File: src/spi_pkg.sv
// sclk idles at CLK_IDLE, enables are active low, and num_bits must be 1 to 32 or the write is refused
package spi_pkg;

    // apb register map, byte addresses
    localparam logic [7:0] SPI_ADDR_DIVIDER = 8'h00;
    localparam logic [7:0] SPI_ADDR_CONFIG  = 8'h04;
    // write loads tx and starts a transfer, read returns rx
    localparam logic [7:0] SPI_ADDR_DATA    = 8'h08;
    // bit0 is busy, everything else reads zero
    localparam logic [7:0] SPI_ADDR_STATUS  = 8'h0C;

    // number of slave enable lines brought out
    localparam int SEN_WIDTH = 8;

    // serial clock level between transfers
    localparam logic CLK_IDLE = 1'b0;

    // enables are active low, so all ones means nobody selected
    localparam logic [SEN_WIDTH-1:0] SEN_IDLE = {SEN_WIDTH{1'b1}};

    // configuration word, msb first
    // an edge bit that differs from CLK_IDLE means the edge where sclk leaves idle
    typedef struct packed {
        // edge that launches the next mosi bit
        logic        dataout_edge;
        // edge that samples miso
        logic        datain_edge;
        // transfer length, 1 to 32
        logic [5:0]  num_bits;
        // one bit per slave, only the low SEN_WIDTH bits reach the pins
        logic [23:0] slave_select;
    } spi_config_t;

    // phases of one transfer
    // wait is idle, pre and post pad the enables around the clock burst
    typedef enum logic [2:0] {
        phase_wait,
        phase_pre,
        phase_lead,
        phase_trail,
        phase_post
    } spi_phase_t;

    // single cycle strobes from the clock generator to the shift engine
    typedef struct packed {
        // entering pre, load tx and clear rx
        logic load;
        // sclk leaves its idle level at the coming edge
        logic lead;
        // sclk goes back to idle at the coming edge
        logic trail;
    } spi_strobe_t;

endpackage

File: src/spi_apb_regs.sv
// apb slave with zero wait states; status writes are ignored, and config or divider writes are not blocked while busy
`timescale 1ns/1ns

module spi_apb_regs (
    input  logic                 clock,
    input  logic                 reset,
    // apb slave side
    input  logic                 psel,
    input  logic                 penable,
    input  logic                 pwrite,
    input  logic [7:0]           paddr,
    input  logic [31:0]          pwdata,
    output logic [31:0]          prdata,
    output logic                 pready,
    output logic                 pslverr,
    // from the clock generator and shift engine
    input  logic                 busy,
    input  logic [31:0]          rx_data,
    // register outputs
    output logic [15:0]          divider,
    output spi_pkg::spi_config_t cfg,
    output logic [31:0]          tx_data,
    output logic                 start
);

    // access phase of any transfer
    logic                 access;
    logic                 addr_known;
    // pwdata seen as a config word
    spi_pkg::spi_config_t wr_cfg;
    logic                 bad_bits;
    logic                 tx_refused;
    // write that passed every check
    logic                 wr_ok;

    // no wait states ever
    assign pready = 1'b1;

    assign access = psel && penable;

    assign addr_known = (paddr == spi_pkg::SPI_ADDR_DIVIDER) ||
                        (paddr == spi_pkg::SPI_ADDR_CONFIG)  ||
                        (paddr == spi_pkg::SPI_ADDR_DATA)    ||
                        (paddr == spi_pkg::SPI_ADDR_STATUS);

    assign wr_cfg = spi_pkg::spi_config_t'(pwdata);

    // legal lengths are 1 through 32
    assign bad_bits = (wr_cfg.num_bits == 6'd0) || (wr_cfg.num_bits > 6'd32);

    // a new tx word cannot replace one still being shifted
    assign tx_refused = busy && (paddr == spi_pkg::SPI_ADDR_DATA);

    // error is reported in the access phase only
    always_comb begin
        pslverr = 1'b0;
        if (access) begin
            if (!addr_known) begin
                pslverr = 1'b1;
            end else if (pwrite && (paddr == spi_pkg::SPI_ADDR_CONFIG) && bad_bits) begin
                pslverr = 1'b1;
            end else if (pwrite && tx_refused) begin
                pslverr = 1'b1;
            end
        end
    end

    assign wr_ok = access && pwrite && !pslverr;

    // register writes land at the edge that closes the access phase
    always_ff @(posedge clock) begin
        if (reset) begin
            divider <= 16'd0;
            cfg     <= '0;
            tx_data <= 32'd0;
            start   <= 1'b0;
        end else begin
            // start is a one cycle pulse
            start <= 1'b0;
            if (wr_ok) begin
                case (paddr)
                    spi_pkg::SPI_ADDR_DIVIDER: begin
                        divider <= pwdata[15:0];
                    end
                    spi_pkg::SPI_ADDR_CONFIG: begin
                        cfg <= wr_cfg;
                    end
                    spi_pkg::SPI_ADDR_DATA: begin
                        tx_data <= pwdata;
                        // kicks the clock generator next cycle
                        start   <= 1'b1;
                    end
                    // status is read only
                    default: begin
                    end
                endcase
            end
        end
    end

    // read mux, valid whenever paddr is stable
    always_comb begin
        case (paddr)
            spi_pkg::SPI_ADDR_DIVIDER: prdata = {16'd0, divider};
            spi_pkg::SPI_ADDR_CONFIG:  prdata = cfg;
            spi_pkg::SPI_ADDR_DATA:    prdata = rx_data;
            spi_pkg::SPI_ADDR_STATUS:  prdata = {31'd0, busy};
            default:                   prdata = 32'd0;
        endcase
    end

    // pready is tied high, so a longer access phase would apply the same write twice
    a_access_one_cycle: assert property (
        @(posedge clock) disable iff (reset)
        (psel && penable) |=> !penable
    );

endmodule

File: src/spi_sclk_gen.sv
// every phase lasts divider+1 cycles; changing divider or num_bits during a transfer is undefined
`timescale 1ns/1ns

module spi_sclk_gen (
    input  logic                 clock,
    input  logic                 reset,
    // one cycle pulse from the register block
    input  logic                 start,
    input  logic [15:0]          divider,
    input  spi_pkg::spi_config_t cfg,
    output logic                 busy,
    output logic                 sclk,
    output spi_pkg::spi_strobe_t strobe
);

    spi_pkg::spi_phase_t phase;

    // cycle counter inside one phase
    logic [15:0] div_count;
    logic [15:0] div_count_next;
    logic        count_done;

    // number of completed bits
    logic [5:0]  bit_count;
    logic        last_bit;

    logic        sclk_reg;

    assign count_done     = (div_count == divider);
    assign div_count_next = count_done ? 16'd0 : div_count + 16'd1;

    // current bit is the final one when its trail ends
    assign last_bit = ((bit_count + 6'd1) == cfg.num_bits);

    // busy from pre through post
    assign busy = (phase != spi_pkg::phase_wait);
    assign sclk = sclk_reg;

    // strobes mark the edge where the phase moves on
    assign strobe.load  = (phase == spi_pkg::phase_wait) && start;
    assign strobe.lead  = (phase == spi_pkg::phase_lead) && count_done;
    assign strobe.trail = (phase == spi_pkg::phase_trail) && count_done;

    always_ff @(posedge clock) begin
        if (reset) begin
            phase     <= spi_pkg::phase_wait;
            div_count <= 16'd0;
            bit_count <= 6'd0;
            sclk_reg  <= spi_pkg::CLK_IDLE;
        end else begin
            case (phase)
                spi_pkg::phase_wait: begin
                    div_count <= 16'd0;
                    bit_count <= 6'd0;
                    sclk_reg  <= spi_pkg::CLK_IDLE;
                    if (start) begin
                        phase <= spi_pkg::phase_pre;
                    end
                end

                // enables settle before the first clock edge
                spi_pkg::phase_pre: begin
                    div_count <= div_count_next;
                    if (count_done) begin
                        phase <= spi_pkg::phase_lead;
                    end
                end

                // sclk sits idle here and leaves idle at the end
                spi_pkg::phase_lead: begin
                    div_count <= div_count_next;
                    if (count_done) begin
                        phase    <= spi_pkg::phase_trail;
                        sclk_reg <= ~spi_pkg::CLK_IDLE;
                    end
                end

                // sclk active here, back to idle at the end closes one bit
                spi_pkg::phase_trail: begin
                    div_count <= div_count_next;
                    if (count_done) begin
                        sclk_reg  <= spi_pkg::CLK_IDLE;
                        bit_count <= bit_count + 6'd1;
                        phase     <= last_bit ? spi_pkg::phase_post : spi_pkg::phase_lead;
                    end
                end

                // hold time after the last edge before enables drop
                spi_pkg::phase_post: begin
                    div_count <= div_count_next;
                    if (count_done) begin
                        phase <= spi_pkg::phase_wait;
                    end
                end

                default: begin
                    phase <= spi_pkg::phase_wait;
                end
            endcase
        end
    end

    // sclk only toggles inside the clock burst
    a_sclk_idle: assert property (
        @(posedge clock) disable iff (reset)
        !(phase inside {spi_pkg::phase_lead, spi_pkg::phase_trail}) |->
            (sclk == spi_pkg::CLK_IDLE)
    );

    // the register block must refuse tx writes while a transfer runs
    a_no_start_busy: assert property (
        @(posedge clock) disable iff (reset)
        start |-> !busy
    );

endmodule

File: src/spi_shift_engine.sv
// msb first out, rx right aligned; launch on lead puts bit 31 on mosi at the first lead edge
`timescale 1ns/1ns

module spi_shift_engine (
    input  logic                          clock,
    input  logic                          reset,
    input  logic                          busy,
    input  spi_pkg::spi_strobe_t          strobe,
    input  spi_pkg::spi_config_t          cfg,
    input  logic [31:0]                   tx_data,
    // spi pins
    input  logic                          miso,
    output logic                          mosi,
    output logic [spi_pkg::SEN_WIDTH-1:0] sen,
    // right aligned receive word
    output logic [31:0]                   rx_data
);

    // one guard bit so a launch on lead still starts with bit 31
    logic [32:0] tx_shift;
    logic [31:0] rx_shift;

    // which sclk edge each direction uses
    logic launch_on_lead;
    logic sample_on_lead;
    logic launch;
    logic sample;

    // an edge bit unlike the idle level means the leaving edge
    assign launch_on_lead = (cfg.dataout_edge != spi_pkg::CLK_IDLE);
    assign sample_on_lead = (cfg.datain_edge != spi_pkg::CLK_IDLE);

    assign launch = launch_on_lead ? strobe.lead : strobe.trail;
    assign sample = sample_on_lead ? strobe.lead : strobe.trail;

    // top bit is always the one on the wire
    assign mosi    = tx_shift[32];
    assign rx_data = rx_shift;

    always_ff @(posedge clock) begin
        if (reset) begin
            tx_shift <= 33'd0;
            rx_shift <= 32'd0;
        end else if (strobe.load) begin
            // launch on lead shifts before the first sample, so park one bit low
            if (launch_on_lead) begin
                tx_shift <= {1'b0, tx_data};
            end else begin
                tx_shift <= {tx_data, 1'b0};
            end
            rx_shift <= 32'd0;
        end else begin
            if (launch) begin
                tx_shift <= {tx_shift[31:0], 1'b0};
            end
            // miso enters at bit 0, earlier bits move up
            if (sample) begin
                rx_shift <= {rx_shift[30:0], miso};
            end
        end
    end

    // enables follow busy by one cycle
    always_ff @(posedge clock) begin
        if (reset) begin
            sen <= spi_pkg::SEN_IDLE;
        end else if (busy) begin
            // flip the selected lines away from idle
            sen <= spi_pkg::SEN_IDLE ^ cfg.slave_select[spi_pkg::SEN_WIDTH-1:0];
        end else begin
            sen <= spi_pkg::SEN_IDLE;
        end
    end

    // both edges at once would shift twice in one cycle
    a_one_edge: assert property (
        @(posedge clock) disable iff (reset)
        !(strobe.lead && strobe.trail)
    );

endmodule

File: src/spi_master.sv
// apb spi master top; one transfer at a time, up to 32 bits, SEN_WIDTH enables
`timescale 1ns/1ns

module spi_master (
    input  logic                          clock,
    input  logic                          reset,
    // apb slave port
    input  logic                          psel,
    input  logic                          penable,
    input  logic                          pwrite,
    input  logic [7:0]                    paddr,
    input  logic [31:0]                   pwdata,
    output logic [31:0]                   prdata,
    output logic                          pready,
    output logic                          pslverr,
    // spi pins
    output logic                          sclk,
    output logic                          mosi,
    input  logic                          miso,
    output logic [spi_pkg::SEN_WIDTH-1:0] sen
);

    logic [15:0]          divider;
    spi_pkg::spi_config_t cfg;
    logic [31:0]          tx_data;
    logic [31:0]          rx_data;
    logic                 start;
    logic                 busy;
    spi_pkg::spi_strobe_t strobe;

    // registers and start pulse
    spi_apb_regs regs0 (
        .clock   (clock),
        .reset   (reset),
        .psel    (psel),
        .penable (penable),
        .pwrite  (pwrite),
        .paddr   (paddr),
        .pwdata  (pwdata),
        .prdata  (prdata),
        .pready  (pready),
        .pslverr (pslverr),
        .busy    (busy),
        .rx_data (rx_data),
        .divider (divider),
        .cfg     (cfg),
        .tx_data (tx_data),
        .start   (start)
    );

    // bit timing, drives sclk and the strobes
    spi_sclk_gen clkgen0 (
        .clock   (clock),
        .reset   (reset),
        .start   (start),
        .divider (divider),
        .cfg     (cfg),
        .busy    (busy),
        .sclk    (sclk),
        .strobe  (strobe)
    );

    // data path and enables
    spi_shift_engine shift0 (
        .clock   (clock),
        .reset   (reset),
        .busy    (busy),
        .strobe  (strobe),
        .cfg     (cfg),
        .tx_data (tx_data),
        .miso    (miso),
        .mosi    (mosi),
        .sen     (sen),
        .rx_data (rx_data)
    );

endmodule

File: config.mk
export PLATFORM = sky130hd
export DESIGN_NAME = spi_master
export DESIGN_NICKNAME = d
export VERILOG_FILES = /design/src/spi_pkg.sv /design/src/spi_apb_regs.sv /design/src/spi_sclk_gen.sv /design/src/spi_shift_engine.sv /design/src/spi_master.sv
export SDC_FILE = /design/constraint.sdc
export NUM_CORES = 1
export LEC_CHECK = 0
export BUFFER_PORTS_ARGS = -buffer_cell sky130_fd_sc_hd__clkbuf_2
export CELL_PAD_IN_SITES_DETAIL_PLACEMENT = 1
export CELL_PAD_IN_SITES_GLOBAL_PLACEMENT = 1
export CORE_UTILIZATION = 30
export CTS_CLUSTER_DIAMETER = 50
export DETAILED_ROUTE_END_ITERATION = 10
export PLACE_DENSITY = 0.56
export SETUP_SLACK_MARGIN = 0.15
export SLEW_MARGIN = 20
export SYNTH_ARGS = -nofsm -noshare
export SYNTH_HDL_FRONTEND = slang
export SYNTH_SLANG_ARGS = --single-unit
File: constraint.sdc
create_clock -name clock -period 3.2 [get_ports clock]
set_input_delay 0.48 -clock clock [delete_from_list [all_inputs] [get_ports clock]]
set_output_delay 0.48 -clock clock [all_outputs]
set_load 0.1 [all_outputs]
==> After elaboration in Yosys (flattened, before gate mapping) <==
Cells that the tools add are included.
{ "totals": {"register_bits": 180, "latchBits": 0, "ram_bits": 0, "rom_bits": 0, "inputBits": 46, "output_inout_bits": 44, "word_cells": 92, "memories": 0} }
{ "classes": {"n_addsub": 2, "multipliers": 0, "div_mod_pow": 0, "magnitude_cmp": 1, "n_eq_ne": 14, "n_shift": 0, "mux": 25, "bitwise": 3, "reduce_logical": 33} }
{ "ops": {"columns": ["op", "n"], "rows": [
  ["32-bit one-hot mux with 4 select lines", 1],
  ["33-bit 2-to-1 mux", 3],
  ["16-bit one-hot mux with 2 select lines", 1],
  ["3-bit 2-to-1 mux", 6],
  ["16-bit by 1-bit adder with 16-bit output, second input constant", 1],
  ["16-bit == test", 1],
  ["8-bit by 4-bit == test with 1-bit output, second input constant", 2],
  ["16-bit 2-to-1 mux", 1],
  ["3-bit one-hot mux with 5 select lines", 1],
  ["6-bit one-hot mux with 2 select lines", 1],
  ["1-bit logical AND", 10],
  ["1-bit 2-to-1 mux", 9],
  ["8-bit by 3-bit == test with 1-bit output, second input constant", 1],
  ["8-bit zero test", 1],
  ["2-bit by 1-bit != test with 1-bit output, second input constant", 4],
  ["8-bit NOT", 1],
  ["2-bit AND reduction", 4],
  ["6-bit by 1-bit adder with 6-bit output, second input constant", 1],
  ["3-bit by 2-bit == test with 1-bit output, second input constant", 2],
  ["6-bit == test", 1],
  ["6-bit greater-than comparator, second input constant", 1],
  ["6-bit zero test", 1],
  ["6-bit 2-to-1 mux", 1],
  ["2-bit nonzero test", 3],
  ["other kinds (13)", 20]
]} }

==> Longest topological paths before layout <==
{ "logic_depth": {"depth_word": 11, "depth_mapped": 9, "mapped_depth_nobuf": 6} }

==> Modules after synthesis <==
A second synthesis with hierarchy kept.
{ "hier_totals": {"hier_cells": 1060, "area_unflattened_um2": 8772.2} }
{ "modules_own_cells": {"columns": ["module", "n_inst", "cells_each", "area_each_um2", "seq_area_each_um2"], "rows": [
  ["spi_apb_regs", 1, 463, 3918.8, 1621.6],
  ["spi_shift_engine", 1, 381, 3158.0, 1461.4],
  ["spi_sclk_gen", 1, 216, 1695.4, 520.5]
]} }

==> Least setup slack after synthesis <==
OpenSTA, ideal clock, no wires.
{ "synth_path": {"kind": "input -> output", "start": "input port pwdata[25]", "end": "output port pslverr", "arrival_ns": 3.094, "t_required_ns": 2.720, "path_slack_ns": -0.374, "stages": 5, "n_path_buf": 0, "cell_sequence": "or4_1 or3_1 a21oi_1 o21ai_0 a31oi_1"} }
{ "synth_between": {"elab_chain_len": 6, "word_cells_on_any_way": 7, "cone_classes": "order compare: 1; mux: 3; reduce/logical: 3"} }
{ "synth_lines": {"columns": ["element", "line", "source"], "rows": [
  ["start, declared", "spi_master.sv:12", "input logic [31:0] pwdata,"],
  ["6-bit greater-than comparator or 6-bit zero test (tied branches)", "spi_apb_regs.sv:49", "assign bad_bits = (wr_cfg.num_bits == 6'd0) || (wr_cfg.num_bits > 6'd32);"],
  ["1-bit logical OR (*)", "spi_apb_regs.sv:49", null],
  ["1-bit logical AND (*)", "spi_apb_regs.sv:60", "end else if (pwrite && (paddr == spi_pkg::SPI_ADDR_CONFIG) && bad_bits) begin"],
  ["1-bit 2-to-1 mux (*)", "spi_apb_regs.sv:60", null],
  ["1-bit 2-to-1 mux (*)", "spi_apb_regs.sv:58", "if (!addr_known) begin"],
  ["1-bit 2-to-1 mux (*)", "spi_apb_regs.sv:57", "if (access) begin"],
  ["end, declared", "spi_master.sv:15", "output logic pslverr,"]
]} }
Mark *: on every way between the ends. The rest lies on a longest branch, timed or not.

==> Worst setup path in the final report <==
{ "layout_path": {"start": "register clkgen0.phase[2]", "end": "output port prdata[0]"} }
{ "layout_between": {"elab_chain_len": 2} }
{ "layout_lines": {"columns": ["element", "line", "source"], "rows": [
  ["start, declared", "spi_sclk_gen.sv:16", "spi_pkg::spi_phase_t phase;"],
  ["start signal, assigned", "spi_sclk_gen.sv:46", "phase <= spi_pkg::phase_wait;"],
  ["start signal, assigned", "spi_sclk_gen.sv:57", "phase <= spi_pkg::phase_pre;"],
  ["start signal, assigned", "spi_sclk_gen.sv:65", "phase <= spi_pkg::phase_lead;"],
  ["3-bit nonzero test", "spi_sclk_gen.sv:36", "assign busy = (phase != spi_pkg::phase_wait);"],
  ["32-bit one-hot mux with 4 select lines", "spi_apb_regs.sv:103", "case (paddr)"],
  ["end, declared", "spi_master.sv:13", "output logic [31:0] prdata,"]
]} }
No other way between the ends.

==> out/qor.txt <==
===========================================================================================
Result of the run ............................................................ finished, final reports clean
Proportion of layout cells with a drive suffix above 1 .......................        17.5%
Type of the worst min-delay path .............................................       in2reg
Main flop type after synthesis ............................................... sky130_fd_sc_hd__dfxtp_1
Number of core rows ..........................................................           61
Tightest hold margin .........................................................     0.278 ns
Startpoint of the lowest-slack register-to-register path ..................... clkgen0.div_count[8]
Portion of the clock cycle consumed by the worst path in the final layout ....        91.4%
Number of instances in the synthesized netlist ...............................          932
Dpl hpwl .....................................................................    17,200 um
Leakage power of the design ..................................................      3.98 nW
Largest net degree at the start of global routing ............................           42
Number of global-route vias before repair ....................................        6,879
Max FFs per register .........................................................           33
Start point of the worst hold path ...........................................         miso
Commonest non-fill, non-tap cells in the layout .............................. sky130_fd_sc_hd__mux2i_1 (192), sky130_fd_sc_hd__dfxtp_1 (179), sky130_fd_sc_hd__nand2_1 (129)
CTS root buffer .............................................................. sky130_fd_sc_hd__clkbuf_16
Critical Path Start .......................................................... clkgen0.phase[2]
Synthesized Nets .............................................................          980
Port Buffers .................................................................           88
Number of cells in the design after placement ................................        1,348
Total overflow reported by the global router .................................            0
Final cell count without fillers .............................................        1,380
Count of hold buffers inserted by post-cts repair ............................            0
Max Clock Skew ...............................................................    0.0174 ns
Effective utilization at floorplan ...........................................        30.6%
Final Hold Vio Count .........................................................            0
Category of the worst setup path capture point ............................... primary output
Share of async-settable or async-resettable flops after synthesis ............           0%
RSZ-0062 raised after global routing .........................................           no
Global-route wire length before repair .......................................    38,500 um
Largest reg by FF count ...................................................... shift0.tx_shift
Number of nets still failing antenna checks after routing ....................            0
Worst supply voltage drop on vdd .............................................       259 uV
Required time of the critical path ...........................................      2.72 ns
Number of max-capacitance violations reported ................................            0
TritonCTS clock tree .........................................................        built
Flop and latch count out of synthesis ........................................          180
Finished layout cell area .................................................... 10,400 sq um
Transition at the pin with the smallest max-transition slack .................     0.906 ns
Achievable frequency .........................................................      342 MHz
Detailed-route wire length per cell ..........................................      17.2 um
Initial antenna violation count ..............................................            0
Inserted Clock Buffers .......................................................           17
Count of cells resized by post-cts repair ....................................            0
Count of flip-flops with a built-in enable after synthesis ...................            0
Number of levels in the clock H-tree .........................................            4
Detailed-routing iteration count for the pre-antenna-repair pass .............            4
Die Span Y ...................................................................       170 um
Sequential cell area fraction in the yosys report ............................        42.4%
Count of synthesis-stage warnings from yosys .................................            0
Area Overhead vs Synth .......................................................        23.0%
Number of design-rule violations left by the first detailed-router iteration .          267
Mean instance size in the synthesized netlist ................................   9.11 sq um
Layout net count .............................................................        1,037
CP max stage delay ...........................................................      0.63 ns
Num Clock Sinks ..............................................................          180
Arrival time of the worst setup path .........................................      2.45 ns
Sum of negative setup slack ..................................................         0 ns
Worst-path cell with the longest stage delay ................................. sky130_fd_sc_hd__or3_1
Area of the die .............................................................. 29,000 sq um
Post-detailed-route DRC marker count .........................................            0
Overall routed net length ....................................................    23,800 um
Most common cell after layout, fill and taps aside ........................... sky130_fd_sc_hd__mux2i_1
Clk slew on worst S/H paths ..................................................      0.08 ns
I/O pin count ................................................................           90
List of cells traversed by the critical path ................................. or3_1 > mux4_2 > nor2b_1 > buf_4
Worst Setup Path Type ........................................................      reg2out
Worst slew slack as a fraction of its limit ..................................        39.0%
Fin. max-slew vios ...........................................................            0
Final setup violation count ..................................................            0
Chip width ...................................................................       170 um
Post-detailed-placement cell area ............................................   9810 sq um
Crit Path Max Fanout .........................................................           14
Total routing resource utilization after global routing ......................        17.1%
Critical path buffers and inverters ..........................................            1
Clock latency reported for the late side of the worst-skew pair ..............      0.44 ns
GP Congestion ................................................................        0.777
Crit path launch type ........................................................         flop
Clock period minus final worst setup slack ...................................      2.93 ns
Core Area .................................................................... 27,800 sq um
Antenna diode instance count .................................................            0
Cell area after technology mapping ...........................................   8490 sq um
Number of post-CTS setup repair buffers ......................................            0
Via count normalized by instance count .......................................         4.86
Pwr Density ..................................................................  447 nW/um^2
Power Total ..................................................................      4.67 mW
Number of distinct library cells after synthesis .............................           52
Family of cells with the greatest summed delay on the critical path .......... simple AND/OR/NAND/NOR gates
Number of buffers on the longest clock path ..................................            2
Via total after detailed routing .............................................        6,704
===========================================================================================
[power breakdown]
part | switching [mW] | total [mW] | internal [mW] | leakage, nW
logic | 0.129 | 0.176 | 0.0470 | 2.23
registers | 0.00261 | 2.24 | 2.24 | 1.45
clock network | 1.04 | 2.25 | 1.20 | 0.308
[routing by layer]
metal  wire length (um)  vias to the layer above  track usage (%)
li1                   -                     3359                -
met1              12400                     3249             24.5
met2              10500                       80             26.7
met3                622                       16             2.95
met4                216                        0             3.92
met5                  0                        -                0
[final timing paths]
path / endpoint / slack, ns / depth (start not counted)
max: prdata[0] / 0.27 / 4
min: shift0.rx_data[0] / 0.28 / 3
max reg2reg: shift0.tx_shift[0] / 0.86 / 6
min reg2reg: shift0.sen[1] / 0.41 / 1
[area by class of cell]
cell class | count | area [sq um]
inverters | 5 | 18.8
well taps | 378 | 473
fillers | 3200 | 17300
multi-input cells | 672 | 4580
flip-flops and latches | 180 | 3600
clock inverters | 15 | 204
repair buffers | 113 | 1140
clock buffers | 17 | 425
[cell families (layout without fill, tap and decap cells)]
logic type	count (synthesis)	count (layout)	synth area share, %
AOI/OAI and AO/OA	118	118	9.57
xor gates and xnor gates	31	31	3.20
adders and majority gates	2	2	0.295
buffers and inverters	80	150	4.47
DFF	180	180	42.4
muxes	193	193	22.9
other	1	1	0.0442
and+or+nand+nor	327	327	17.1
[per-stage QoR]
stage               utilization [%]  worst slack (ns)
finish                         37.6             0.275
CTS                            37.6             0.247
floorplan                         -             0.164
global placement               35.3             0.303
detailed placement             35.3             0.265
global route                   37.6             0.194
[cells in the mapped netlist, types with 15 or more instances]
| master | instances | share of area (%) |
|---|---|---|
| sky130_fd_sc_hd__a21oi_1 | 23 | 1.4 |
| sky130_fd_sc_hd__a22o_1 | 16 | 1.7 |
| sky130_fd_sc_hd__a31oi_1 | 19 | 1.4 |
| sky130_fd_sc_hd__buf_2 | 20 | 1.2 |
| sky130_fd_sc_hd__clkbuf_1 | 41 | 1.8 |
| sky130_fd_sc_hd__dfxtp_1 | 180 | 42 |
| sky130_fd_sc_hd__mux2i_1 | 192 | 23 |
| sky130_fd_sc_hd__nand2_1 | 129 | 5.7 |
| sky130_fd_sc_hd__nand3_1 | 15 | 0.88 |
| sky130_fd_sc_hd__nor2_1 | 126 | 5.6 |
| sky130_fd_sc_hd__o211ai_1 | 38 | 3.4 |
| sky130_fd_sc_hd__xor2_1 | 21 | 2.2 |
[tightest hold or removal path, stage by stage]
cell and delay [ns]:
sky130_fd_sc_hd__clkbuf_2 0.08, sky130_fd_sc_hd__nand2_1 0.05, sky130_fd_sc_hd__mux2i_1 0.06
(Power assumes the default switching activity.)
